File: src/verilog/rv_pkg.sv
// rv64i core definitions: widths, reset pc, major opcodes, operation ids, instruction views
package rv_pkg;

  localparam int xlen = 64;
  localparam logic [xlen-1:0] reset_pc = 64'h8000_0000;
  localparam logic [31:0] ebreak_word = 32'h0010_0073;

  // major opcodes, inst[6:0]
  localparam logic [6:0] opc_lui       = 7'b0110111;
  localparam logic [6:0] opc_auipc     = 7'b0010111;
  localparam logic [6:0] opc_jal       = 7'b1101111;
  localparam logic [6:0] opc_jalr      = 7'b1100111;
  localparam logic [6:0] opc_branch    = 7'b1100011;
  localparam logic [6:0] opc_load      = 7'b0000011;
  localparam logic [6:0] opc_store     = 7'b0100011;
  localparam logic [6:0] opc_op_imm    = 7'b0010011;
  localparam logic [6:0] opc_op_imm_32 = 7'b0011011;
  localparam logic [6:0] opc_op        = 7'b0110011;
  localparam logic [6:0] opc_op_32     = 7'b0111011;
  localparam logic [6:0] opc_system    = 7'b1110011;

  localparam int op_w = 5;

  // operation ids, zero is reserved for no match
  localparam logic [op_w-1:0] op_unsup  = 5'd0;
  localparam logic [op_w-1:0] op_lui    = 5'd1;
  localparam logic [op_w-1:0] op_auipc  = 5'd2;
  localparam logic [op_w-1:0] op_jal    = 5'd3;
  localparam logic [op_w-1:0] op_jalr   = 5'd4;
  localparam logic [op_w-1:0] op_bne    = 5'd5;
  localparam logic [op_w-1:0] op_addi   = 5'd6;
  localparam logic [op_w-1:0] op_sltiu  = 5'd7;
  localparam logic [op_w-1:0] op_xori   = 5'd8;
  localparam logic [op_w-1:0] op_andi   = 5'd9;
  localparam logic [op_w-1:0] op_slli   = 5'd10;
  localparam logic [op_w-1:0] op_srli   = 5'd11;
  localparam logic [op_w-1:0] op_srai   = 5'd12;
  localparam logic [op_w-1:0] op_add    = 5'd13;
  localparam logic [op_w-1:0] op_sub    = 5'd14;
  localparam logic [op_w-1:0] op_sltu   = 5'd15;
  localparam logic [op_w-1:0] op_or     = 5'd16;
  localparam logic [op_w-1:0] op_and    = 5'd17;
  localparam logic [op_w-1:0] op_addiw  = 5'd18;
  localparam logic [op_w-1:0] op_addw   = 5'd19;
  localparam logic [op_w-1:0] op_sllw   = 5'd20;
  localparam logic [op_w-1:0] op_ebreak = 5'd21;
  // memory ops are decoded but retire as unsupported
  localparam logic [op_w-1:0] op_mem_lw  = 5'd22;
  localparam logic [op_w-1:0] op_mem_lbu = 5'd23;
  localparam logic [op_w-1:0] op_mem_ld  = 5'd24;
  localparam logic [op_w-1:0] op_mem_sb  = 5'd25;
  localparam logic [op_w-1:0] op_mem_sh  = 5'd26;
  localparam logic [op_w-1:0] op_mem_sd  = 5'd27;

  typedef struct packed {
    logic [6:0] funct7;
    logic [4:0] rs2;
    logic [4:0] rs1;
    logic [2:0] funct3;
    logic [4:0] rd;
    logic [6:0] opcode;
  } rv_r_t;

  typedef struct packed {
    logic [11:0] imm12;
    logic [4:0]  rs1;
    logic [2:0]  funct3;
    logic [4:0]  rd;
    logic [6:0]  opcode;
  } rv_i_t;

  typedef struct packed {
    logic [6:0] imm_hi; // imm[11:5]
    logic [4:0] rs2;
    logic [4:0] rs1;
    logic [2:0] funct3;
    logic [4:0] imm_lo; // imm[4:0]
    logic [6:0] opcode;
  } rv_s_t;

  typedef struct packed {
    logic [19:0] imm20;
    logic [4:0]  rd;
    logic [6:0]  opcode;
  } rv_u_t;

  typedef union packed {
    rv_r_t       r;
    rv_i_t       i;
    rv_s_t       s;
    rv_u_t       u;
    logic [31:0] raw;
  } rv_inst_u;

endpackage
File: src/verilog/alu.sv
// execute unit: write-back value, write enable and next pc for one decoded operation
`timescale 1ns/100ps

module alu (
  input  logic [rv_pkg::op_w-1:0] op,
  input  logic [rv_pkg::xlen-1:0] pc,
  input  logic [rv_pkg::xlen-1:0] rs1_data,
  input  logic [rv_pkg::xlen-1:0] rs2_data,
  input  logic [63:0]             imm_i,
  input  logic [63:0]             imm_u,
  input  logic [63:0]             imm_j,
  input  logic [63:0]             imm_b,
  input  logic [5:0]              shamt,
  output logic [rv_pkg::xlen-1:0] wdata,
  output logic                    wen,
  output logic [rv_pkg::xlen-1:0] next_pc
);

  logic [rv_pkg::xlen-1:0] pc_plus4;
  logic [rv_pkg::xlen-1:0] sum_ri; // rs1 + imm_i, shared by addi/addiw/jalr
  logic [rv_pkg::xlen-1:0] sum_rr;
  logic [31:0]             sllw_w;

  function automatic logic [rv_pkg::xlen-1:0] sext_w(input logic [31:0] v);
    return {{(rv_pkg::xlen-32){v[31]}}, v};
  endfunction

  assign pc_plus4 = pc + 64'd4;
  assign sum_ri   = rs1_data + imm_i;
  assign sum_rr   = rs1_data + rs2_data;
  assign sllw_w   = rs1_data[31:0] << rs2_data[4:0];

  always_comb begin
    wdata   = '0;
    wen     = 1'b1;
    next_pc = pc_plus4;
    case (op)
      rv_pkg::op_lui:   wdata = imm_u;
      rv_pkg::op_auipc: wdata = pc + imm_u;
      rv_pkg::op_jal: begin
        wdata   = pc_plus4; // link
        next_pc = pc + imm_j;
      end
      rv_pkg::op_jalr: begin
        wdata   = pc_plus4;
        next_pc = {sum_ri[rv_pkg::xlen-1:1], 1'b0}; // bit 0 cleared
      end
      rv_pkg::op_bne: begin
        wen = 1'b0;
        if (rs1_data != rs2_data) begin
          next_pc = pc + imm_b;
        end
      end
      rv_pkg::op_addi:  wdata = sum_ri;
      rv_pkg::op_sltiu: wdata = {63'b0, rs1_data < imm_i};
      rv_pkg::op_xori:  wdata = rs1_data ^ imm_i;
      rv_pkg::op_andi:  wdata = rs1_data & imm_i;
      rv_pkg::op_slli:  wdata = rs1_data << shamt;
      rv_pkg::op_srli:  wdata = rs1_data >> shamt;
      rv_pkg::op_srai:  wdata = $signed(rs1_data) >>> shamt;
      rv_pkg::op_add:   wdata = sum_rr;
      rv_pkg::op_sub:   wdata = rs1_data - rs2_data;
      rv_pkg::op_sltu:  wdata = {63'b0, rs1_data < rs2_data};
      rv_pkg::op_or:    wdata = rs1_data | rs2_data;
      rv_pkg::op_and:   wdata = rs1_data & rs2_data;
      // word ops keep the low 32 bits, sign-extended
      rv_pkg::op_addiw: wdata = sext_w(sum_ri[31:0]);
      rv_pkg::op_addw:  wdata = sext_w(sum_rr[31:0]);
      rv_pkg::op_sllw:  wdata = sext_w(sllw_w);
      default:          wen = 1'b0; // unsupported, memory, ebreak
    endcase
  end

endmodule

File: config.mk
export PLATFORM = sky130hd
export DESIGN_NAME = alu
export DESIGN_NICKNAME = d
export VERILOG_FILES = /design/src/verilog/rv_pkg.sv /design/src/verilog/alu.sv
export SDC_FILE = /design/constraint.sdc
export NUM_CORES = 2
export LEC_CHECK = 0
export ABC_AREA = 1
export BUFFER_PORTS_ARGS = -buffer_cell sky130_fd_sc_hd__buf_4
export CORE_ASPECT_RATIO = 1.4
export CORE_MARGIN = 2
export CORE_UTILIZATION = 28
export DETAILED_ROUTE_END_ITERATION = 6
export GPL_ROUTABILITY_DRIVEN = 0
export SLEW_MARGIN = 20
export SYNTH_ARGS = -nofsm -noshare
export SYNTH_HDL_FRONTEND = slang
export SYNTH_SLANG_ARGS = --single-unit
File: constraint.sdc
create_clock -name vclk -period 12.36
set_input_delay 2.472 -clock vclk [all_inputs]
set_output_delay 2.472 -clock vclk [all_outputs]
set_load 0.02 [all_outputs]
==> flow_metrics.env, run 1 <==
export IMPL_synth_cell_types=60
export IMPL_hpwlAfterDp_um=348000
export IMPL_outcome="stopped before the end"
export IMPL_cts_hold_buffers=0
export IMPL_postSynthCellCount=11100
export IMPL_fp_dieH_um=518
export IMPL_grt_overflow_total=37
export IMPL_synthTopCellsByArea="nand2_1 26%, nand3_1 13%, ha_1 12%, inv_1 12%, nor2_1 9.0%"
export IMPL_grt_pass1_vias=83200
export IMPL_grt_first_pass_wirelength_um=670000
export IMPL_ys_seq_area_share_pct=0
export IMPL_syn_cell_area_sq_mm=0.0528
export IMPL_avgSynthCellArea_sq_um=4.77
export IMPL_grtUsageTotal_pct=50.2
export IMPL_lastStage="5_1_grt"
export IMPL_pre_cts_ws_ns=2.57
export IMPL_firstError="[ERROR GRT-0116] Global routing finished with congestion. Check the congestion regions in the DRC Viewer."
export IMPL_synth_top_area_share_pct=26.3
export IMPL_grt_max_degree=78
export IMPL_io_pins=588
export IMPL_start_util_pct=28.2
export IMPL_synth_nets=12100
export IMPL_fp_row_count=188
export IMPL_portBuffers=588
export IMPL_postCtsSetupRepairBufs=0
export IMPL_yosys_warnings=0
export IMPL_post_cts_resized=0
export IMPL_netlist_top_cell_by_area="nand2_1"
export IMPL_placed_cells=13900
export IMPL_fp_dieW_um=371
[cell usage after synthesis (14+ instances only)]
cell and number:
a21o_1 14, a21oi_1 667, and2_1 28, buf_1 48
buf_2 128, clkbuf_1 131, ha_1 524, inv_1 1655
inv_2 20, nand2_1 3703, nand3_1 1393, nand3b_1 46
nand4_1 157, nor2_1 1259, nor2_2 21, nor3_1 133
nor4_1 17, o2111ai_1 42, o211ai_1 69, o21ai_0 577
o21bai_1 66, o221ai_1 29, o22ai_1 27, or2_0 16
or2_2 54, xnor2_1 23, xor2_1 72
[per-layer routing]
metal,track usage (%),GRT overflow
met4,44.6,13
met3,42.3,0
met5,24.3,0
met2,61.3,24
met1,50.2,0
[cells by family after synthesis]
logic type / Yosys count / share of synthesized area [%]
AO/OA/AOI/OAI: 1571 / 16.5
adder cells (fa/ha/maj): 530 / 12.6
buffers and inverters: 2002 / 14.7
XOR/XNOR: 95 / 1.58
multiplexers: 5 / 0.0948
AND/OR/NAND/NOR: 6867 / 54.5
[through the flow]
stage | area (sq um) | hold slack (ns)
2_1_floorplan | 52800 | 5.15
3_3_place_gp | 59300 | 5.31
3_5_place_dp | 59400 | 5.34
4_1_cts | 59400 | 5.34
==> run 2: changes to the inputs <==
--- a/config.mk
+++ b/config.mk
@@ -7,11 +7,11 @@
 export LEC_CHECK = 0
 export ABC_AREA = 1
 export BUFFER_PORTS_ARGS = -buffer_cell sky130_fd_sc_hd__buf_4
-export CORE_ASPECT_RATIO = 1.4
 export CORE_MARGIN = 2
-export CORE_UTILIZATION = 28
+export CORE_UTILIZATION = 20
 export DETAILED_ROUTE_END_ITERATION = 6
 export GPL_ROUTABILITY_DRIVEN = 0
+export PLACE_DENSITY_LB_ADDON = 0.15
 export SLEW_MARGIN = 20
 export SYNTH_ARGS = -nofsm -noshare
 export SYNTH_HDL_FRONTEND = slang
==> run 2 against run 1 <==
  * Synthesized cell count stayed put
  * Area after synthesis stayed put
  * The flow now finishes, with violations (DRC)
==> flow_metrics.env, run 2 <==
export IMPL_netlist_top_cell_by_area="nand2_1"
export IMPL_crit_buf_inv=3
export IMPL_leakage_nw=32.1
export IMPL_route_met2_wl_um=175000
export IMPL_dr_pass1_iters=7
export IMPL_tns_ns=0
export IMPL_avgSynthCellArea_sq_um=4.77
export IMPL_fillCellCount=32200
export IMPL_syn_cell_area_sq_mm=0.0528
export IMPL_fp_dieH_um=518
export IMPL_synthToLayoutAreaGrowth_pct=15.3
export IMPL_cp_data_required_time_ns=9.89
export IMPL_grt_pass1_vias=72900
export IMPL_peakVddDrop_mv=0.0234
export IMPL_final_cell_mix="3,703 x nand2_1, 1,652 x inv_1, 1,390 x nand3_1"
export IMPL_core_sq_mm=0.263
export IMPL_worst_path_max_delay_cell="clkinv_1"
export IMPL_top_layer="met5"
export IMPL_grt_max_degree=98
export IMPL_worstSetupStartpointType="primary input"
export IMPL_crit_arrival_ns=7.53
export IMPL_grt_first_pass_wirelength_um=596000
export IMPL_multi_input_area_sq_mm=0.0451
export IMPL_wl_met1_um=183000
export IMPL_endpoint_kind="output pin"
export IMPL_tightestPinTransition_ns=1.31
export IMPL_worst_hold_path_num_cells=4
export IMPL_postCtsSetupRepairBufs=0
export IMPL_synth_cell_types=60
export IMPL_final_period_utilization_pct=80.9
export IMPL_hold_class="primary input to output pin"
export IMPL_drive_above_1_share_pct=6.96
export IMPL_postSynthCellCount=11100
export IMPL_viasPerCell=5.35
export IMPL_ant_nets=0
export IMPL_synth_top_area_share_pct=26.3
export IMPL_drt_total_wl_um=456000
export IMPL_path_depth=19
export IMPL_hp_start="op[1]"
export IMPL_fin_nets=12400
export IMPL_antenna_found_initial=55
export IMPL_drc=14
export IMPL_grtUsageTotal_pct=32.1
export IMPL_grt_overflow_total=0
export IMPL_wl_met3_um=53600
export IMPL_critPathTopFamily="simple AND/OR/NAND/NOR gates"
export IMPL_violations="DRC"
export IMPL_synth_nets=12100
export IMPL_ff_latch_area_sq_um=0
export IMPL_portBuffers=588
export IMPL_crit_chain="buf_4 > clkinv_1 > ha_1 > nand2_1 > nor2_1 > nand2_1 > nand2_2 > nand2_2 > nand2_2 > nand2_2 > nand2_1 > nand2_1 > nand3_2 > nand2_2 > nor2_4 > nand2_1 > nor2_1 > nand2_1 > buf_4"
export IMPL_drtIter0Drc=12100
export IMPL_start_util_pct=20.1
export IMPL_slew_headroom_pct=11.7
export IMPL_avgRoutedWirePerCell_um=30.5
export IMPL_period_needed_ns=10.00
export IMPL_crit_fanout=35
export IMPL_outcome="finished, violations left"
export IMPL_ys_seq_area_share_pct=0
export IMPL_cts_hold_buffers=0
export IMPL_hold_viol=0
export IMPL_ys_top_cells_by_count="3,703 x nand2_1, 1,655 x inv_1, 1,393 x nand3_1"
export IMPL_post_cts_resized=0
export IMPL_final_common_cell="nand2_1"
export IMPL_maxCapViolations=0
export IMPL_nFlopsAndLatches=0
export IMPL_yosysMostFrequentCell="nand2_1"
export IMPL_crit_path_frequent_cell="nand2_1"
export IMPL_die_area_sq_mm=0.268
export IMPL_slowest_delay_ns=0.81
export IMPL_synthTopCellsByArea="nand2_1 26%, nand3_1 13%, ha_1 12%, inv_1 12%, nor2_1 9.0%"
export IMPL_route_vias_total=79900
export IMPL_critPathKind="primary input to output pin"
export IMPL_final_max_slew_viol_count=0
export IMPL_p_per_area_mw_per_mm2=50.4
export IMPL_n_clock_buffer=0
export IMPL_fp_row_count=188
export IMPL_fp_dieW_um=518
export IMPL_finalSetupViolations=0
export IMPL_yosys_warnings=0
export IMPL_fmax_ghz=0.100
export IMPL_hpwlAfterDp_um=397000
export IMPL_power_mw=3.07
export IMPL_io_pins=588
export IMPL_rsz0062_at_grt="no"
export IMPL_holdPathEnd="wen"
## run 2: cell type report
type                            count  area share (%)
Timing Repair Buffer              653            8.10
Antenna cell                       35           0.144
Tap cell                         3515            7.23
Multi-Input combinational cell   9068            74.2
Inverter                         1679            10.4
## run 2: worst max-delay path by stage
| stage | end | startpoint |
|---|---|---|
| final | wdata[62] | rs2_data[3] |
| after global routing | wdata[37] | rs2_data[3] |
| after CTS | wdata[62] | rs2_data[3] |
| after detailed placement | wdata[62] | rs2_data[3] |
| after global placement | wdata[20] | rs2_data[3] |
| after floorplan | wdata[58] | rs2_data[3] |
## run 2: metal layers
| metal | vias up | GRT usage, % |
|---|---|---|
| li1 | 36400 | - |
| met1 | 37400 | 41.2 |
| met2 | 5171 | 44.5 |
| met3 | 959 | 8.42 |
| met4 | 26 | 26.1 |
| met5 | - | 0 |
## run 2: logic make-up after synthesis
logic type                 Yosys count  share of synthesized area (%)
and+or+nand+nor                   6867                           54.5
buffers and inverters             2002                           14.7
AOI/OAI and AO/OA                 1571                           16.5
adders and majority gates          530                           12.6
xor gates and xnor gates            95                           1.58
muxes                                5                         0.0948
## run 2: worst min-delay path: stages
cell and delay, ns:
buf_4 0.11, a2111oi_0 0.08, nand2_1 0.06, buf_4 0.14
## run 2: where the power goes
part	leakage, nW	total, mW	internal (mW)	switching (mW)
Sequential	0	0	0	0
Combinational	32.1	3.07	0.810	2.26
Clock	0.000217	0.0000000779	0.0000000777	0
Total	32.1	3.07	0.810	2.26
## run 2: through the flow
step                worst slack (ns)  area, sq um  std cells  hold slack (ns)  utilization [%]
detailed placement              2.70        60800      14900             5.35             23.1
finish                          2.36        60900      15000             5.34             23.2
CTS                             2.69        60800      14900             5.35             23.1
global route                    2.22        60800      14900             5.37             23.2
global placement                2.57        60800      14900             5.35             23.1
floorplan                       4.92        52800      11100             5.15                -
Power figures use the tool's default switching activity.
