**src/verilog/rv_pkg.sv**
```systemverilog
// rv64i core definitions: widths, reset pc, major opcodes, operation ids, instruction views
package rv_pkg;

  localparam int xlen = 64;
  localparam logic [xlen-1:0] reset_pc = 64'h8000_0000;
  localparam logic [31:0] ebreak_word = 32'h0010_0073;

  // major opcodes, inst[6:0]
  localparam logic [6:0] opc_lui       = 7'b0110111;
  localparam logic [6:0] opc_auipc     = 7'b0010111;
  localparam logic [6:0] opc_jal       = 7'b1101111;
  localparam logic [6:0] opc_jalr      = 7'b1100111;
  localparam logic [6:0] opc_branch    = 7'b1100011;
  localparam logic [6:0] opc_load      = 7'b0000011;
  localparam logic [6:0] opc_store     = 7'b0100011;
  localparam logic [6:0] opc_op_imm    = 7'b0010011;
  localparam logic [6:0] opc_op_imm_32 = 7'b0011011;
  localparam logic [6:0] opc_op        = 7'b0110011;
  localparam logic [6:0] opc_op_32     = 7'b0111011;
  localparam logic [6:0] opc_system    = 7'b1110011;

  localparam int op_w = 5;

  // operation ids, zero is reserved for no match
  localparam logic [op_w-1:0] op_unsup  = 5'd0;
  localparam logic [op_w-1:0] op_lui    = 5'd1;
  localparam logic [op_w-1:0] op_auipc  = 5'd2;
  localparam logic [op_w-1:0] op_jal    = 5'd3;
  localparam logic [op_w-1:0] op_jalr   = 5'd4;
  localparam logic [op_w-1:0] op_bne    = 5'd5;
  localparam logic [op_w-1:0] op_addi   = 5'd6;
  localparam logic [op_w-1:0] op_sltiu  = 5'd7;
  localparam logic [op_w-1:0] op_xori   = 5'd8;
  localparam logic [op_w-1:0] op_andi   = 5'd9;
  localparam logic [op_w-1:0] op_slli   = 5'd10;
  localparam logic [op_w-1:0] op_srli   = 5'd11;
  localparam logic [op_w-1:0] op_srai   = 5'd12;
  localparam logic [op_w-1:0] op_add    = 5'd13;
  localparam logic [op_w-1:0] op_sub    = 5'd14;
  localparam logic [op_w-1:0] op_sltu   = 5'd15;
  localparam logic [op_w-1:0] op_or     = 5'd16;
  localparam logic [op_w-1:0] op_and    = 5'd17;
  localparam logic [op_w-1:0] op_addiw  = 5'd18;
  localparam logic [op_w-1:0] op_addw   = 5'd19;
  localparam logic [op_w-1:0] op_sllw   = 5'd20;
  localparam logic [op_w-1:0] op_ebreak = 5'd21;
  // memory ops are decoded but retire as unsupported
  localparam logic [op_w-1:0] op_mem_lw  = 5'd22;
  localparam logic [op_w-1:0] op_mem_lbu = 5'd23;
  localparam logic [op_w-1:0] op_mem_ld  = 5'd24;
  localparam logic [op_w-1:0] op_mem_sb  = 5'd25;
  localparam logic [op_w-1:0] op_mem_sh  = 5'd26;
  localparam logic [op_w-1:0] op_mem_sd  = 5'd27;

  typedef struct packed {
    logic [6:0] funct7;
    logic [4:0] rs2;
    logic [4:0] rs1;
    logic [2:0] funct3;
    logic [4:0] rd;
    logic [6:0] opcode;
  } rv_r_t;

  typedef struct packed {
    logic [11:0] imm12;
    logic [4:0]  rs1;
    logic [2:0]  funct3;
    logic [4:0]  rd;
    logic [6:0]  opcode;
  } rv_i_t;

  typedef struct packed {
    logic [6:0] imm_hi; // imm[11:5]
    logic [4:0] rs2;
    logic [4:0] rs1;
    logic [2:0] funct3;
    logic [4:0] imm_lo; // imm[4:0]
    logic [6:0] opcode;
  } rv_s_t;

  typedef struct packed {
    logic [19:0] imm20;
    logic [4:0]  rd;
    logic [6:0]  opcode;
  } rv_u_t;

  typedef union packed {
    rv_r_t       r;
    rv_i_t       i;
    rv_s_t       s;
    rv_u_t       u;
    logic [31:0] raw;
  } rv_inst_u;

endpackage
```
**src/verilog/reg_file.sv**
```systemverilog
// 32 x 64 integer register file, two async reads, one write, x0 hardwired to zero
`timescale 1ns/100ps

module reg_file (
  input  logic                    clk,
  input  logic                    rst_n,
  input  logic [4:0]              raddr1,
  input  logic [4:0]              raddr2,
  output logic [rv_pkg::xlen-1:0] rdata1,
  output logic [rv_pkg::xlen-1:0] rdata2,
  input  logic                    we,
  input  logic [4:0]              waddr,
  input  logic [rv_pkg::xlen-1:0] wdata
);

  logic [rv_pkg::xlen-1:0] regs [32];

  always_ff @(posedge clk or negedge rst_n) begin
    if (!rst_n) begin
      for (int i = 0; i < 32; i++) begin
        regs[i] <= '0;
      end
    end else if (we && (waddr != 5'd0)) begin
      regs[waddr] <= wdata; // x0 writes dropped
    end
  end

  assign rdata1 = (raddr1 == 5'd0) ? '0 : regs[raddr1];
  assign rdata2 = (raddr2 == 5'd0) ? '0 : regs[raddr2];

endmodule

```
**config.mk**
```make
export PLATFORM = sky130hd
export DESIGN_NAME = reg_file
export DESIGN_NICKNAME = d
export VERILOG_FILES = /design/src/verilog/rv_pkg.sv /design/src/verilog/reg_file.sv
export SDC_FILE = /design/constraint.sdc
export NUM_CORES = 2
export LEC_CHECK = 0
export BUFFER_PORTS_ARGS = -buffer_cell sky130_fd_sc_hd__buf_4
export CAP_MARGIN = 0
export CORE_MARGIN = 1
export CORE_UTILIZATION = 38
export DETAILED_ROUTE_END_ITERATION = 6
export PLACE_DENSITY = 0.56
export SYNTH_ARGS = -nofsm -noshare
export SYNTH_HDL_FRONTEND = slang
export SYNTH_SLANG_ARGS = --single-unit
```
**constraint.sdc**
```tcl
create_clock -name clk -period 2.9 [get_ports clk]
set_input_delay 0.58 -clock clk [delete_from_list [all_inputs] [get_ports clk]]
set_output_delay 0.58 -clock clk [all_outputs]
set_load 0.1 [all_outputs]
```
### Word-level counts from Yosys, hierarchy flattened

Cells that the tools add are included.

* $lt $le $gt $ge: 4
* reduce and logical (&&, ||, !) cells: 5
* multiplexer cells: 11
* bitwise logic cells: 3

Operator list (count)
* $bwmux W2048: 1
* $bmux W64 S5: 2
* $mux W64: 7
* $demux W64 S5: 1
* $ge A6 B6 Y1 const B: 3
* $not A5 Y6: 3
* $logic_not A5 Y1: 2
* $lt A6 B1 Y1 const B: 1
* $reduce_bool A5 Y1: 1
* $logic_and A1 B1 Y1: 2

* logic and storage cells: 55
* input bits: 82
* register bits after elaboration: 2048

### Longest topological paths before layout

* word-level depth: 6
* depth in mapped cells: 10
* depth with buffers taken out: 4

### Worst setup path after synthesis

OpenSTA, ideal clock, no wires.

* kind: input port to output port
* start point: in raddr2[1]
* end point: out rdata2[39] (netlist bit)
* arrival time: 6.380 ns
* cell stages on the path: 7
* setup slack: -4.060 ns
* required time: 2.320 ns
* buffers on the path: 3
* cell sequence: buf_4 buf_2 or2_2 clkbuf_1 o22ai_1 nor4_1 a2111oi_0

* word-level cells in the longest chain between the ends: 5
* elaborated cells between the ends (all ways): 6
* classes of those cells: mux: 4; bitwise: 1; reduce/logical: 1

RTL lines
* start: declaration: line reg_file.sv:8 `input logic [4:0] raddr2,`
* $not A5 Y6 (implied by the code): line reg_file.sv:29 `assign rdata2 = (raddr2 == 5'd0) ? '0 : regs[raddr2];`
* $bmux W64 S5: line reg_file.sv:29
* $mux W64 (implied by the code) (2 in a row): line reg_file.sv:29
* $mux W64 *: line reg_file.sv:29
* end: declaration: line reg_file.sv:10 `output logic [rv_pkg::xlen-1:0] rdata2,`

Every way passes the cells marked *; elsewhere a longest branch is shown, timed or not. The select of a mux whose other input is x is not followed.

### Final worst setup path

* start point: reg regs[1591] (netlist bit)
* end point: out rdata2[55] (netlist bit)

* word-level cells in the longest chain between the ends: 4

RTL lines
* start: declaration: line reg_file.sv:16 `logic [rv_pkg::xlen-1:0] regs [32];`
* start signal: indexed assignment: line reg_file.sv:24 `regs[waddr] <= wdata;`
* $bmux W64 S5: line reg_file.sv:29
* $mux W64 (implied by the code) (2 in a row): line reg_file.sv:29
* $mux W64: line reg_file.sv:29

Every way passes these cells. The select of a mux whose other input is x is not followed.

==> results <==
- The post-synthesis sequential element count is 2048.
- The register containing the most flip-flops in the final layout is regs.
- The capture instance of the worst register-to-register path is regs[1210]$_DFFE_PN0P_.
- After the first detailed-routing iteration, the DRC count stood at 5823.
- Entering global routing, the biggest net connects 113 pins.
- The clock network latency to the later pin of the worst-skew pair is 870 ps.
- The net switching component of the power is between 0.02 and 0.03 W.
- The longest clock path from root to sink contains 4 buffers.
- The share of layout cells above drive strength 1 is between 60% and 70%.
- The worst hold path passes through 2 cells.
- between 200 and 250 I/O pins were placed.
- The actual transition at the worst max-transition pin is 964 ps.
- Static timing analysis puts the maximum clock frequency at just under 0.3 GHz.
- The tree is rooted in a sky130_fd_sc_hd__clkbuf_16.
- The clock tree from TritonCTS is built.
- The share of total power consumed by net switching is 29.5%.
- The cell depth of the worst flop-to-flop path is 3.
- After the last flow step, the layout net total stands at 7560.
- Along the worst path, the maximum fanout reaches 3.
- The floorplan has 195 rows.
- The routed layout has 68800 vias.
- The final worst setup slack is -512 ps.
- For this design the ratio of total power to cell area is 695 mW/mm2.
- The summed negative setup slack over all endpoints is -35520 ps.
- Setup repair after global routing could not meet its margin everywhere.
- The die is roughly 540 um wide.
- The static leakage power is 58.0 nW.
- The global routing's busiest layer is met2.
- The ratio of routed vias to standard cells is around 6.0.
- The worst hold path belongs to the class input pin to register.
- The global-route wire length before repair is roughly 540000 um.
- Yosys printed 0 warnings.
- Overall power consumption after layout is estimated at between 0.09 and 0.1 W.
- The count of flip-flops with a built-in enable after synthesis is 0.
- The hold violation count in the final report was 0.
- In this run the tool buffered the top-level ports with 209 buffer cells.
- The tightest slew margin relative to the limit is a little over a third.
- The global-route met1 utilization is 35.2%.
- In the finished design, the share of the clock period the worst path needs comes to 118%.
- In this run the cell area measured after placement is 0.121 mm2.
- The number of clock buffers added by TritonCTS is 234.
- The flow ran to the end, but the final reports show violations.
- The share of total power dissipated in the clock network is 32.8%.
- The HPWL after detailed placement is approximately 240000 um.
- Setup slack on the worst reg-to-reg path comes out at 1890 ps.
- The first detailed-routing pass ran for 7 iterations.
- Combinational logic burns 26.2% of the power.
- The flip-flop cell with the highest count after synthesis is sky130_fd_sc_hd__dfrtp_1.
- Final hold analysis gives a worst-case slack of ~150 ps.
- Relative to the synthesized area, the layout overhead comes to 23.3%.
- The number of global-route vias before repair is 73300.
- The area of the core is around 0.28 mm2.
- The flip-flop count of the largest register after layout is approximately 2000.
- In this run the cell area of the synthesized design comes to about 0.11 mm2.
- Summed over all layers, the routed wires come to 374000 um.
- The die outline area is 0.287 mm2.
- The met3 demand-to-capacity share in global routing is roughly 3.9%.
- The maximum ir drop on the vdd rail is 0.000605 V.
- The number of clock sinks is 2048.
- The worst clock skew on the final layout is 0 ps.
- The checks that failed: negative setup slack.
- In this run the number of H-tree levels came out at 4.
- The final antenna-violating net count is 0.
- The time the final worst path needs with I/O delays and setup is ~3400 ps.
- In the final layout, the registers with the most flip-flops are regs x2048.
- The endpoint of the worst hold path is regs[1617]$_DFFE_PN0P_.
- Global routing used 43.3% of the available met2 tracks.
- The internal power consumption is between 0.06 and 0.07 W.
- After routing the design area is 0.134 mm2.
- The final-report setup violation count is roughly 130.
- Fill cells in the final layout number 24400.
- The synthesized area per cell is 15.6 um2.
- The tool flagged a number of max-cap violations equal to 0.
- The kind of launch point of the worst setup path is a register.
- The synthesized net count is 7045.
- The async set or reset register ratio after synthesis is between 90% and 100%.
- At the worst endpoint, the arrival time is 2830 ps.
- After clock tree synthesis, the clock-pin slew on the worst setup and hold paths is 60 ps.
- The global placement routability congestion is 0.844.
- The die is 536 um tall.
- The initial utilization of the core area, before any placement, comes to 38.3%.
- The share of total power in sequential cells is 40.9%.
- The hold path startpoint is wdata[17].
- The total grt overflow is 0.
- The number of antenna violations at the first check in global routing is 19.
- At the worst endpoint, the required time is 2320 ps.
- The worst reg2reg path startpoint is regs[1210]$_DFFE_PN0P_.
- The total global-route track usage is 26.1%.
- After synthesis, the netlist uses 48 different library cells.
- The kind of end point of the critical path is an output port.
- In the final routed layout, each cell accounts on average for 32.7 um.
- The number of pins with negative max-slew slack in the final report is 0.
- After detailed routing, the number of remaining DRC violations is 0.
- The gate count after technology mapping is 6963.
- The category of the most critical setup path is register to output port.
- The sequential-to-total area share from yosys stat is 47.3%.
## what timing repair did
action | CTS | global route
endpoints found under the hold margin | 22 | 0
resized for setup | 587 | 104
setup buffers | 119 | 43
hold buffers | 1 | 0
cloned | 25 | 5
endpoints found under the setup margin | 128 | 128
pin swaps | 143 | 67
## critical path, cell delays in order, from the launching register on
cell	delay, ps
sky130_fd_sc_hd__dfrtp_1	390
sky130_fd_sc_hd__mux4_2	470
sky130_fd_sc_hd__mux2i_1	160
sky130_fd_sc_hd__nor2_1	60
sky130_fd_sc_hd__or4_4	610
sky130_fd_sc_hd__buf_12	210
## routing by layer
metal,up-vias,part of all wire (%)
met5,-,0.014
met4,8,3.4
met1,38100,42
met2,2035,49
met3,579,5.0
li1,28100,-
## cell families after synthesis
family,Yosys count,synth area share [%]
compound gates,328,2.14
buf+inv,807,3.28
flops,2048,47.3
mux,3510,45.9
simple gates,270,1.41
## per-stage QoR
| stage | util (%) | cells | setup slack [ps] |
|---|---|---|---|
| detailed placement | 42.6 | 10800 | -804 |
| global route | 47.2 | 11400 | -608 |
| finish | 47.2 | 11400 | -512 |
| CTS | 47.0 | 11400 | -574 |
| global placement | 42.6 | 10800 | -832 |
| floorplan | - | 6963 | -1230 |
## Yosys cell counts, types with 12 or more instances
cell type | count | share of area (%)
sky130_fd_sc_hd__a211o_1 | 13 | 0.11
sky130_fd_sc_hd__nor2b_1 | 39 | 0.23
sky130_fd_sc_hd__buf_1 | 51 | 0.18
sky130_fd_sc_hd__nor3_1 | 17 | 0.078
sky130_fd_sc_hd__a21oi_1 | 13 | 0.060
sky130_fd_sc_hd__nand2_1 | 40 | 0.14
sky130_fd_sc_hd__buf_4 | 26 | 0.18
sky130_fd_sc_hd__a31o_2 | 13 | 0.11
sky130_fd_sc_hd__nor2_1 | 30 | 0.10
sky130_fd_sc_hd__clkbuf_1 | 434 | 1.5
sky130_fd_sc_hd__buf_2 | 286 | 1.3
sky130_fd_sc_hd__dfrtp_1 | 2048 | 47
sky130_fd_sc_hd__o221ai_1 | 12 | 0.097
sky130_fd_sc_hd__mux4_2 | 968 | 20
sky130_fd_sc_hd__mux2i_1 | 520 | 4.8
sky130_fd_sc_hd__o22ai_1 | 182 | 1.1
sky130_fd_sc_hd__a211oi_1 | 14 | 0.097
sky130_fd_sc_hd__mux2_1 | 14 | 0.15
sky130_fd_sc_hd__nor4_1 | 12 | 0.069
sky130_fd_sc_hd__mux2_2 | 2008 | 21
sky130_fd_sc_hd__or2_1 | 71 | 0.41
sky130_fd_sc_hd__o22a_1 | 17 | 0.14
sky130_fd_sc_hd__a22oi_1 | 26 | 0.18
sky130_fd_sc_hd__nand2b_1 | 14 | 0.081
## layout by cell type (no fill, tap or decap), types with 14 or more instances in the layout
cell type	count
sky130_fd_sc_hd__clkbuf_1	50
sky130_fd_sc_hd__o22ai_1	132
sky130_fd_sc_hd__dfrtp_1	2048
sky130_fd_sc_hd__mux4_2	968
sky130_fd_sc_hd__mux2_4	14
sky130_fd_sc_hd__clkbuf_8	69
sky130_fd_sc_hd__o22ai_2	49
sky130_fd_sc_hd__or2_4	71
sky130_fd_sc_hd__nor3_1	15
sky130_fd_sc_hd__buf_12	378
sky130_fd_sc_hd__clkinv_2	49
sky130_fd_sc_hd__nand2_1	24
sky130_fd_sc_hd__mux2_2	1994
sky130_fd_sc_hd__mux2i_2	52
sky130_fd_sc_hd__nor2_1	18
sky130_fd_sc_hd__clkbuf_16	240
sky130_fd_sc_hd__bufinv_16	16
sky130_fd_sc_hd__a22oi_1	23
sky130_fd_sc_hd__buf_4	586
sky130_fd_sc_hd__mux2i_1	461
sky130_fd_sc_hd__nand2_4	14
sky130_fd_sc_hd__buf_6	49
sky130_fd_sc_hd__nor2b_1	28
sky130_fd_sc_hd__mux2_1	14
sky130_fd_sc_hd__buf_16	47
## area by class of cell
class                   count  area [um2]  area share [%]
diodes                     13        32.5          0.0243
multi-input cells        4108       55600            41.6
clock inverters            74         866           0.648
well taps                3743        4680            3.50
flip-flops and latches   2048       51200            38.3
clock buffers             352        6990            5.23
repair buffers           1086       14300            10.7
## how the worst max path moves through the flow
stage	start	endpoint	cells after the start	slack (ps)
CTS	regs[1627]$_DFFE_PN0P_	rdata2[27]	6	-570
global placement	raddr2[0]	rdata2[27]	10	-830
global route	regs[1880]$_DFFE_PN0P_	rdata2[24]	5	-610
floorplan	raddr2[0]	rdata2[39]	9	-1230
finish	regs[1591]$_DFFE_PN0P_	rdata2[55]	5	-510
detailed placement	raddr2[0]	rdata2[27]	10	-800
## power by group through the flow
stage	registers [W]	clock network (W)	logic (W)
floorplan	0.0369	0	0.0168
global placement	0.0379	0	0.0217
detailed placement	0.0384	0	0.0221
CTS	0.0378	0.0311	0.0242
global route	0.0387	0.0323	0.0257
finish	0.0380	0.0305	0.0244
No activity file was read; power rests on OpenSTA's default activity.
