--- config.mk ---
export PLATFORM = sky130hd
export DESIGN_NAME = inst_decode
export DESIGN_NICKNAME = d
export VERILOG_FILES = /design/src/verilog/rv_pkg.sv /design/src/verilog/inst_decode.sv /design/src/verilog/key_lookup.sv
export SDC_FILE = /design/constraint.sdc
export NUM_CORES = 1
export LEC_CHECK = 0
export ABC_AREA = 1
export BUFFER_PORTS_ARGS = -buffer_cell sky130_fd_sc_hd__buf_2
export CAP_MARGIN = 20
export CORE_AREA = 2 2 146 148
export DETAILED_ROUTE_END_ITERATION = 12
export DIE_AREA = 0 0 148 150
export MAX_ROUTING_LAYER = met4
export PLACE_DENSITY = 0.5
export SLEW_MARGIN = 10
export SYNTH_ARGS = -nofsm -noshare
export SYNTH_HDL_FRONTEND = slang
export SYNTH_SLANG_ARGS = --single-unit
--- constraint.sdc ---
create_clock -name vclk -period 2.95
set_clock_uncertainty 0.15 [all_clocks]
set_input_delay 0.59 -clock vclk [all_inputs]
set_output_delay 0.59 -clock vclk [all_outputs]
set_load 0.02 [all_outputs]
--- src/verilog/rv_pkg.sv ---
// rv64i core definitions: widths, reset pc, major opcodes, operation ids, instruction views
package rv_pkg;

  localparam int xlen = 64;
  localparam logic [xlen-1:0] reset_pc = 64'h8000_0000;
  localparam logic [31:0] ebreak_word = 32'h0010_0073;

  // major opcodes, inst[6:0]
  localparam logic [6:0] opc_lui       = 7'b0110111;
  localparam logic [6:0] opc_auipc     = 7'b0010111;
  localparam logic [6:0] opc_jal       = 7'b1101111;
  localparam logic [6:0] opc_jalr      = 7'b1100111;
  localparam logic [6:0] opc_branch    = 7'b1100011;
  localparam logic [6:0] opc_load      = 7'b0000011;
  localparam logic [6:0] opc_store     = 7'b0100011;
  localparam logic [6:0] opc_op_imm    = 7'b0010011;
  localparam logic [6:0] opc_op_imm_32 = 7'b0011011;
  localparam logic [6:0] opc_op        = 7'b0110011;
  localparam logic [6:0] opc_op_32     = 7'b0111011;
  localparam logic [6:0] opc_system    = 7'b1110011;

  localparam int op_w = 5;

  // operation ids, zero is reserved for no match
  localparam logic [op_w-1:0] op_unsup  = 5'd0;
  localparam logic [op_w-1:0] op_lui    = 5'd1;
  localparam logic [op_w-1:0] op_auipc  = 5'd2;
  localparam logic [op_w-1:0] op_jal    = 5'd3;
  localparam logic [op_w-1:0] op_jalr   = 5'd4;
  localparam logic [op_w-1:0] op_bne    = 5'd5;
  localparam logic [op_w-1:0] op_addi   = 5'd6;
  localparam logic [op_w-1:0] op_sltiu  = 5'd7;
  localparam logic [op_w-1:0] op_xori   = 5'd8;
  localparam logic [op_w-1:0] op_andi   = 5'd9;
  localparam logic [op_w-1:0] op_slli   = 5'd10;
  localparam logic [op_w-1:0] op_srli   = 5'd11;
  localparam logic [op_w-1:0] op_srai   = 5'd12;
  localparam logic [op_w-1:0] op_add    = 5'd13;
  localparam logic [op_w-1:0] op_sub    = 5'd14;
  localparam logic [op_w-1:0] op_sltu   = 5'd15;
  localparam logic [op_w-1:0] op_or     = 5'd16;
  localparam logic [op_w-1:0] op_and    = 5'd17;
  localparam logic [op_w-1:0] op_addiw  = 5'd18;
  localparam logic [op_w-1:0] op_addw   = 5'd19;
  localparam logic [op_w-1:0] op_sllw   = 5'd20;
  localparam logic [op_w-1:0] op_ebreak = 5'd21;
  // memory ops are decoded but retire as unsupported
  localparam logic [op_w-1:0] op_mem_lw  = 5'd22;
  localparam logic [op_w-1:0] op_mem_lbu = 5'd23;
  localparam logic [op_w-1:0] op_mem_ld  = 5'd24;
  localparam logic [op_w-1:0] op_mem_sb  = 5'd25;
  localparam logic [op_w-1:0] op_mem_sh  = 5'd26;
  localparam logic [op_w-1:0] op_mem_sd  = 5'd27;

  typedef struct packed {
    logic [6:0] funct7;
    logic [4:0] rs2;
    logic [4:0] rs1;
    logic [2:0] funct3;
    logic [4:0] rd;
    logic [6:0] opcode;
  } rv_r_t;

  typedef struct packed {
    logic [11:0] imm12;
    logic [4:0]  rs1;
    logic [2:0]  funct3;
    logic [4:0]  rd;
    logic [6:0]  opcode;
  } rv_i_t;

  typedef struct packed {
    logic [6:0] imm_hi; // imm[11:5]
    logic [4:0] rs2;
    logic [4:0] rs1;
    logic [2:0] funct3;
    logic [4:0] imm_lo; // imm[4:0]
    logic [6:0] opcode;
  } rv_s_t;

  typedef struct packed {
    logic [19:0] imm20;
    logic [4:0]  rd;
    logic [6:0]  opcode;
  } rv_u_t;

  typedef union packed {
    rv_r_t       r;
    rv_i_t       i;
    rv_s_t       s;
    rv_u_t       u;
    logic [31:0] raw;
  } rv_inst_u;

endpackage
--- src/verilog/inst_decode.sv ---
// instruction decoder: field split, sign-extended immediates and operation id lookup
`timescale 1ns/100ps

module inst_decode (
  input  logic [31:0]             inst,
  output logic [4:0]              rd,
  output logic [4:0]              rs1,
  output logic [4:0]              rs2,
  output logic [5:0]              shamt,
  output logic [63:0]             imm_i,
  output logic [63:0]             imm_u,
  output logic [63:0]             imm_j,
  output logic [63:0]             imm_b,
  output logic [63:0]             imm_s,
  output logic [rv_pkg::op_w-1:0] op
);

  rv_pkg::rv_inst_u w;

  logic [rv_pkg::op_w-1:0] op_f3;
  logic [rv_pkg::op_w-1:0] op_opc;
  logic [rv_pkg::op_w-1:0] op_r;
  logic [rv_pkg::op_w-1:0] op_sh;

  assign w = inst;

  assign rd    = w.r.rd;
  assign rs1   = w.r.rs1;
  assign rs2   = w.r.rs2;
  assign shamt = {w.r.funct7[0], w.r.rs2}; // rv64 shifts use 6 bits

  assign imm_i = {{52{w.i.imm12[11]}}, w.i.imm12};
  assign imm_u = {{32{w.u.imm20[19]}}, w.u.imm20, 12'b0};
  assign imm_s = {{52{w.s.imm_hi[6]}}, w.s.imm_hi, w.s.imm_lo};
  // j and b immediates are scattered, read them off the raw word
  assign imm_j = {{44{w.raw[31]}}, w.raw[19:12], w.raw[20], w.raw[30:21], 1'b0};
  assign imm_b = {{52{w.raw[31]}}, w.raw[7], w.raw[30:25], w.raw[11:8], 1'b0};

  key_lookup #(.nr_key(13), .key_len(10), .data_len(rv_pkg::op_w)) lk_f3 (
    .key ({w.i.funct3, w.i.opcode}),
    .lut ({
      3'b000, rv_pkg::opc_jalr,      rv_pkg::op_jalr,
      3'b001, rv_pkg::opc_branch,    rv_pkg::op_bne,
      3'b010, rv_pkg::opc_load,      rv_pkg::op_mem_lw,
      3'b100, rv_pkg::opc_load,      rv_pkg::op_mem_lbu,
      3'b011, rv_pkg::opc_load,      rv_pkg::op_mem_ld,
      3'b000, rv_pkg::opc_store,     rv_pkg::op_mem_sb,
      3'b001, rv_pkg::opc_store,     rv_pkg::op_mem_sh,
      3'b011, rv_pkg::opc_store,     rv_pkg::op_mem_sd,
      3'b000, rv_pkg::opc_op_imm,    rv_pkg::op_addi,
      3'b011, rv_pkg::opc_op_imm,    rv_pkg::op_sltiu,
      3'b100, rv_pkg::opc_op_imm,    rv_pkg::op_xori,
      3'b111, rv_pkg::opc_op_imm,    rv_pkg::op_andi,
      3'b000, rv_pkg::opc_op_imm_32, rv_pkg::op_addiw
    }),
    .out (op_f3)
  );

  key_lookup #(.nr_key(3), .key_len(7), .data_len(rv_pkg::op_w)) lk_opc (
    .key (w.u.opcode),
    .lut ({
      rv_pkg::opc_lui,   rv_pkg::op_lui,
      rv_pkg::opc_auipc, rv_pkg::op_auipc,
      rv_pkg::opc_jal,   rv_pkg::op_jal
    }),
    .out (op_opc)
  );

  key_lookup #(.nr_key(7), .key_len(17), .data_len(rv_pkg::op_w)) lk_r (
    .key ({w.r.funct7, w.r.funct3, w.r.opcode}),
    .lut ({
      7'b0000000, 3'b000, rv_pkg::opc_op,    rv_pkg::op_add,
      7'b0100000, 3'b000, rv_pkg::opc_op,    rv_pkg::op_sub,
      7'b0000000, 3'b011, rv_pkg::opc_op,    rv_pkg::op_sltu,
      7'b0000000, 3'b110, rv_pkg::opc_op,    rv_pkg::op_or,
      7'b0000000, 3'b111, rv_pkg::opc_op,    rv_pkg::op_and,
      7'b0000000, 3'b000, rv_pkg::opc_op_32, rv_pkg::op_addw,
      7'b0000000, 3'b001, rv_pkg::opc_op_32, rv_pkg::op_sllw
    }),
    .out (op_r)
  );

  // funct6 only, bit 25 belongs to shamt
  key_lookup #(.nr_key(3), .key_len(16), .data_len(rv_pkg::op_w)) lk_sh (
    .key ({w.r.funct7[6:1], w.r.funct3, w.r.opcode}),
    .lut ({
      6'b000000, 3'b001, rv_pkg::opc_op_imm, rv_pkg::op_slli,
      6'b000000, 3'b101, rv_pkg::opc_op_imm, rv_pkg::op_srli,
      6'b010000, 3'b101, rv_pkg::opc_op_imm, rv_pkg::op_srai
    }),
    .out (op_sh)
  );

  // groups are disjoint so at most one lookup is non-zero
  assign op = (w.raw == rv_pkg::ebreak_word) ? rv_pkg::op_ebreak
                                             : (op_f3 | op_opc | op_r | op_sh);

endmodule

--- src/verilog/key_lookup.sv ---
// key/value table lookup returning the data of the matching key, zero otherwise
`timescale 1ns/100ps

module key_lookup #(
  parameter int nr_key   = 2,
  parameter int key_len  = 1,
  parameter int data_len = 1
) (
  input  logic [key_len-1:0]                      key,
  input  logic [nr_key*(key_len+data_len)-1:0]    lut,
  output logic [data_len-1:0]                     out
);

  // each pair is {key, data} with data in the low bits
  always_comb begin
    out = '0;
    for (int i = 0; i < nr_key; i++) begin
      if (lut[i*(key_len+data_len)+data_len +: key_len] == key) begin
        out = lut[i*(key_len+data_len) +: data_len]; // keys are unique
      end
    end
  end

endmodule

## Word level (Yosys, flattened, before mapping)

Cells that the tools add are included.

| storage, ports and cells | value |
|---|---|
| flip-flop bits (word level) | 0 |
| word-level logic and storage cells | 57 |

| operators by class | value |
|---|---|
| eq/ne operators | 27 |
| multiplexer cells | 27 |
| bitwise operators | 3 |

Operators by type and width:

| kind | count |
|---|---|
| 5-bit two-way mux | 21 |
| 9-bit by 10-bit == test with 1-bit output (first input constant) | 4 |
| 10-bit by 17-bit == test with 1-bit output (first input constant) | 2 |
| 6-bit by 17-bit == test with 1-bit output (first input constant) | 2 |
| 32-bit by 21-bit == test with 1-bit output (second input constant) | 1 |
| 10-bit == test (first input constant) | 3 |
| 5-bit by 10-bit == test with 1-bit output (first input constant) | 2 |
| 8-bit by 10-bit == test with 1-bit output (first input constant) | 2 |
| 16-bit by 17-bit == test with 1-bit output (first input constant) | 1 |
| 8-bit by 17-bit == test with 1-bit output (first input constant) | 1 |
| 9-bit by 17-bit == test with 1-bit output (first input constant) | 1 |
| 10-bit by 16-bit == test with 1-bit output (first input constant) | 1 |
| 15-bit by 16-bit == test with 1-bit output (first input constant) | 1 |
| 8-bit by 16-bit == test with 1-bit output (first input constant) | 1 |
| 5-bit OR | 3 |
| 4-bit two-way mux | 3 |
| 6-bit by 10-bit == test with 1-bit output (first input constant) | 1 |
| 7-bit by 10-bit == test with 1-bit output (first input constant) | 1 |
| 5-bit by 7-bit == test with 1-bit output (first input constant) | 1 |
| 6-bit by 7-bit == test with 1-bit output (first input constant) | 1 |
| 7-bit == test (first input constant) | 1 |
| 2-bit two-way mux | 3 |

## Logic depth before layout (Yosys ltp)

| logic depth | value |
|---|---|
| depth in word-level cells | 18 |
| depth in mapped cells | 10 |
| gate-level depth less buffers | 10 |

## Modules after synthesis

A second synthesis with hierarchy kept.

| unflattened totals | value |
|---|---|
| cells, all modules | 1586 |
| area total of the unflattened synthesis | 9308.9 µm² |

Modules (own cells, without submodules):

| module | times used | cells each | area each (µm²) | seq. area each (µm²) |
|---|---|---|---|---|
| key_lookup (lk_f3) | 1 | 513 | 2917.8 | 0.0 |
| inst_decode | 1 | 396 | 2782.7 | 0.0 |
| key_lookup (lk_r) | 1 | 374 | 2164.6 | 0.0 |
| key_lookup (lk_sh) | 1 | 199 | 963.4 | 0.0 |
| key_lookup (lk_opc) | 1 | 104 | 480.5 | 0.0 |

## Least setup slack after synthesis

OpenSTA, ideal clock, no wires.

| timing | value |
|---|---|
| path type | input to output |
| start point | in inst[3] |
| end point | out op[0] (netlist bit) |
| arrival | 1430 ps |
| setup slack | 780 ps |
| stages | 10 |
| path buffers | 1 |
| cell sequence | inv_2 -> nand2_2 -> nor2_4 -> buf_6 -> nand2_1 -> nor2_1 -> nand2_1 -> nand3_1 -> nor2_1 -> nand3_1 |

| on the way | value |
|---|---|
| cells in the longest elaborated chain, start to end | 17 |
| elaborated cells on any way between the ends | 51 |
| those cells by class | eq/ne: 24; mux: 24; bitwise: 3 |

Ends and longest elaborated chain:

| element | line | text |
|---|---|---|
| start, declared | inst_decode.sv:5 | `input logic [31:0] inst,` |
| 10-bit == test | key_lookup.sv:18 | `if (lut[i*(key_len+data_len)+data_len +: key_len] == key) begin` |
| 5-bit two-way mux (12 in a row) | key_lookup.sv:18 |  |
| 5-bit OR (3 in a row) | inst_decode.sv:96 | `: (op_f3 \| op_opc \| op_r \| op_sh);` |
| 5-bit two-way mux (*) | inst_decode.sv:95 | `assign op = (w.raw == rv_pkg::ebreak_word) ? rv_pkg::op_ebreak` |
| end, declared | inst_decode.sv:15 | `output logic [rv_pkg::op_w-1:0] op` |

Every way passes the cells marked *; elsewhere a longest branch is shown, timed or not.

## Worst setup path after layout

| timing | value |
|---|---|
| start point | in inst[31] |
| end point | out op[0] (netlist bit) |

| on the way | value |
|---|---|
| cells in the longest elaborated chain, start to end | 10 |
| elaborated cells on any way between the ends | 20 |
| those cells by class | eq/ne: 9; mux: 9; bitwise: 2 |

Ends and longest elaborated chain:

| element | line |
|---|---|
| 6-bit by 17-bit == test with 1-bit output | key_lookup.sv:18 |
| 5-bit two-way mux (6 in a row) | key_lookup.sv:18 |
| 5-bit OR (2 in a row) | inst_decode.sv:96 |
| 5-bit two-way mux (*) | inst_decode.sv:95 |

Marks and branches as above.

==> results.cfg <==
[detailed_routing]
routed_via_density = 3.009
dr.pass1.iters = 4
ant_nets = 0
wl_per_cell_um = 8.085
drt_iter0_markers = 70
drcViolationCount = 0
totalWireLength_um = 6848
vias = 2549

[cells_and_area]
final_nets = 606
seq_cells = 0
nFillCells = 2397
nClkBuffers = 0
final_common_cell = buf_2
seqCellArea_um2 = 0
antenna_cells = 0
layout_common_cells = 363 x buf_2, 47 x nand2_1, 39 x nor2_1
fin_cells = 847
drive_above_1_share_pct = 70.28
final_area_mm2 = 0.003146
syn_to_final_growth_pct = -9.536

[die]
die_h_um = 150
die_x_um = 148
start_util_pct = 16.81
dieArea_mm2 = 0.02220
coreArea_mm2 = 0.02069
io_pins = 378
num_rows = 53

[global_routing]
grt_max_degree = 129
global_route.usage.met3_pct = 0.3354
top_usage_layer = met2
grt_pass1_wl_um = 8473
grtUsageMet2_pct = 8.773
grtUsageMet1_pct = 5.657
antenna_found_initial = 0
grt_usage_pct = 4.684
grt_pass1_vias = 1659
grt-ovfl-total = 0

[setup_path]
cp-start-kind = input pin
crit_fanout = 61
arrival_ps = 1980
critical_path_required_ps = 2210
crit_type = in -> out
crit_path_end_kind = output port

[power_and_ir_drop]
power_frac_comb_pct = 100.0
power_leakage_nw = 2.036
peakVddDrop_v = 0.00005889
internal_power_uw = 184.8
p_per_area_mw_per_mm2 = 214.0
clockPowerShare_pct = 0
sw_frac_of_total_pct = 72.55
p_sw_uw = 488.3
seqPwrFrac_pct = 0

[sta]
slew_headroom_pct = 50.22
holdWs_ps = 1284
max_freq_ghz = 0.3680
period_minus_slack_ps = 2717
worst_pin_slew_ps = 746.7
setup_ws_ps = 232.6
tns_ps = 0
period_share_pct = 92.11
maxSlewViolCount = 0
grt_setup_unrepaired = false
setup_viol = 0
hold_viol_final = 0

[logic_synthesis]
synthCells = 534
muxShareOfSynthArea_pct = 0
yosysUniqueCellTypes = 22
synth_compound_area_share_pct = 1.080
synthXorXnorAreaFrac_pct = 0
syn_area_mm2 = 0.003477
yosys.area_share.simple_pct = 20.22
synth_top_family_by_area = buffers and inverters
yosysSeqAreaShare_pct = 0
ys_warn_count = 0
syn_avg_cell_area_um2 = 6.511
synthAdderAreaFrac_pct = 0

[clock_network]
cts_resized = 0
cts-hold-fix-buffers = 0
cts_setup_buffers = 0

[placed_design]
dpl_cell_area_mm2 = 0.003146
hpwlAfterDp_um = 6095
routabilityCongestion = 0.8316
dp_slack_ps = 194.6
dpl.cell_count = 847
portBuffers = 364

[job]
maxCapViolCount = 0

[min_path]
min_from = inst[19]
hold_depth = 2
min_path_type = in -> out
min_delay_worst_endpoint = imm_j[19]

[status]
status = complete, no violations
==> through the flow <==
step | power [mW] | utilization, %
3_3_place_gp | 0.6826 | 15.20
3_5_place_dp | 0.6819 | 15.20
2_1_floorplan | 0.7236 | -
5_1_grt | 0.7242 | 15.20
4_1_cts | 0.6826 | 15.20
6_report | 0.6731 | 15.20
==> kinds of logic (layout without fill, tap and decap cells) <==
family,after synthesis,in the layout
simple gates,142,142
compound gates,6,6
other cells,1,14
buf+inv,385,410
==> synthesized netlist by cell type, drive strengths merged <==
cell type / count / area (um2)
a21oi: 1 / 5.000
and2: 1 / 6.260
and3: 1 / 6.260
buf: 342 / 2571
conb: 1 / 3.750
inv: 43 / 161.4
nand2: 54 / 220.2
nand3: 21 / 130.1
nand4: 7 / 50.05
nor2: 50 / 245.2
nor3: 8 / 45.04
o211ai: 2 / 15.01
o21ai: 2 / 10.01
o31ai: 1 / 7.510
==> layer usage <==
layer	share of wire, %	up-vias
met4	0.83	0
met3	9.9	6
met2	52	173
li1	-	1339
met5	0	-
met1	38	1031
==> how the worst max path moves through the flow <==
stage,slack [ps],cells past startpoint,to,from
after global placement,230,11,op[0],inst[31]
after global routing,20,11,op[0],inst[31]
after floorplan,780,10,op[0],inst[3]
after CTS,190,3,imm_j[51],inst[31]
final,230,11,op[0],inst[31]
after detailed placement,190,3,imm_j[51],inst[31]
==> layout make-up <==
type / count / area (um2) / share of cell area, %
well taps: 275 / 344.1 / 10.94
inverters: 43 / 161.4 / 5.131
multi-input cells: 162 / 793.3 / 25.22
repair buffers: 367 / 1847 / 58.71
==> power groups by stage <==
| stage | combinational (mW) | sequential (mW) | clock (mW) |
|---|---|---|---|
| after floorplan | 0.724 | 0 | 0 |
| after global placement | 0.683 | 0 | 0 |
| after detailed placement | 0.682 | 0 | 0 |
| after CTS | 0.683 | 0 | 0 |
| after global routing | 0.724 | 0 | 0 |
| final | 0.673 | 0 | 0 |
==> worst max-delay path, cell delays in order <==
cell and delay (ps):
buf_4 240, inv_2 160, nand2_1 80, nor2_1 200, nand2_1 80, nor2_1 100, nand2_1 110, nand3_1 90
nor2_1 40, nand3_1 100, buf_2 180
(Power assumes the default switching activity.)
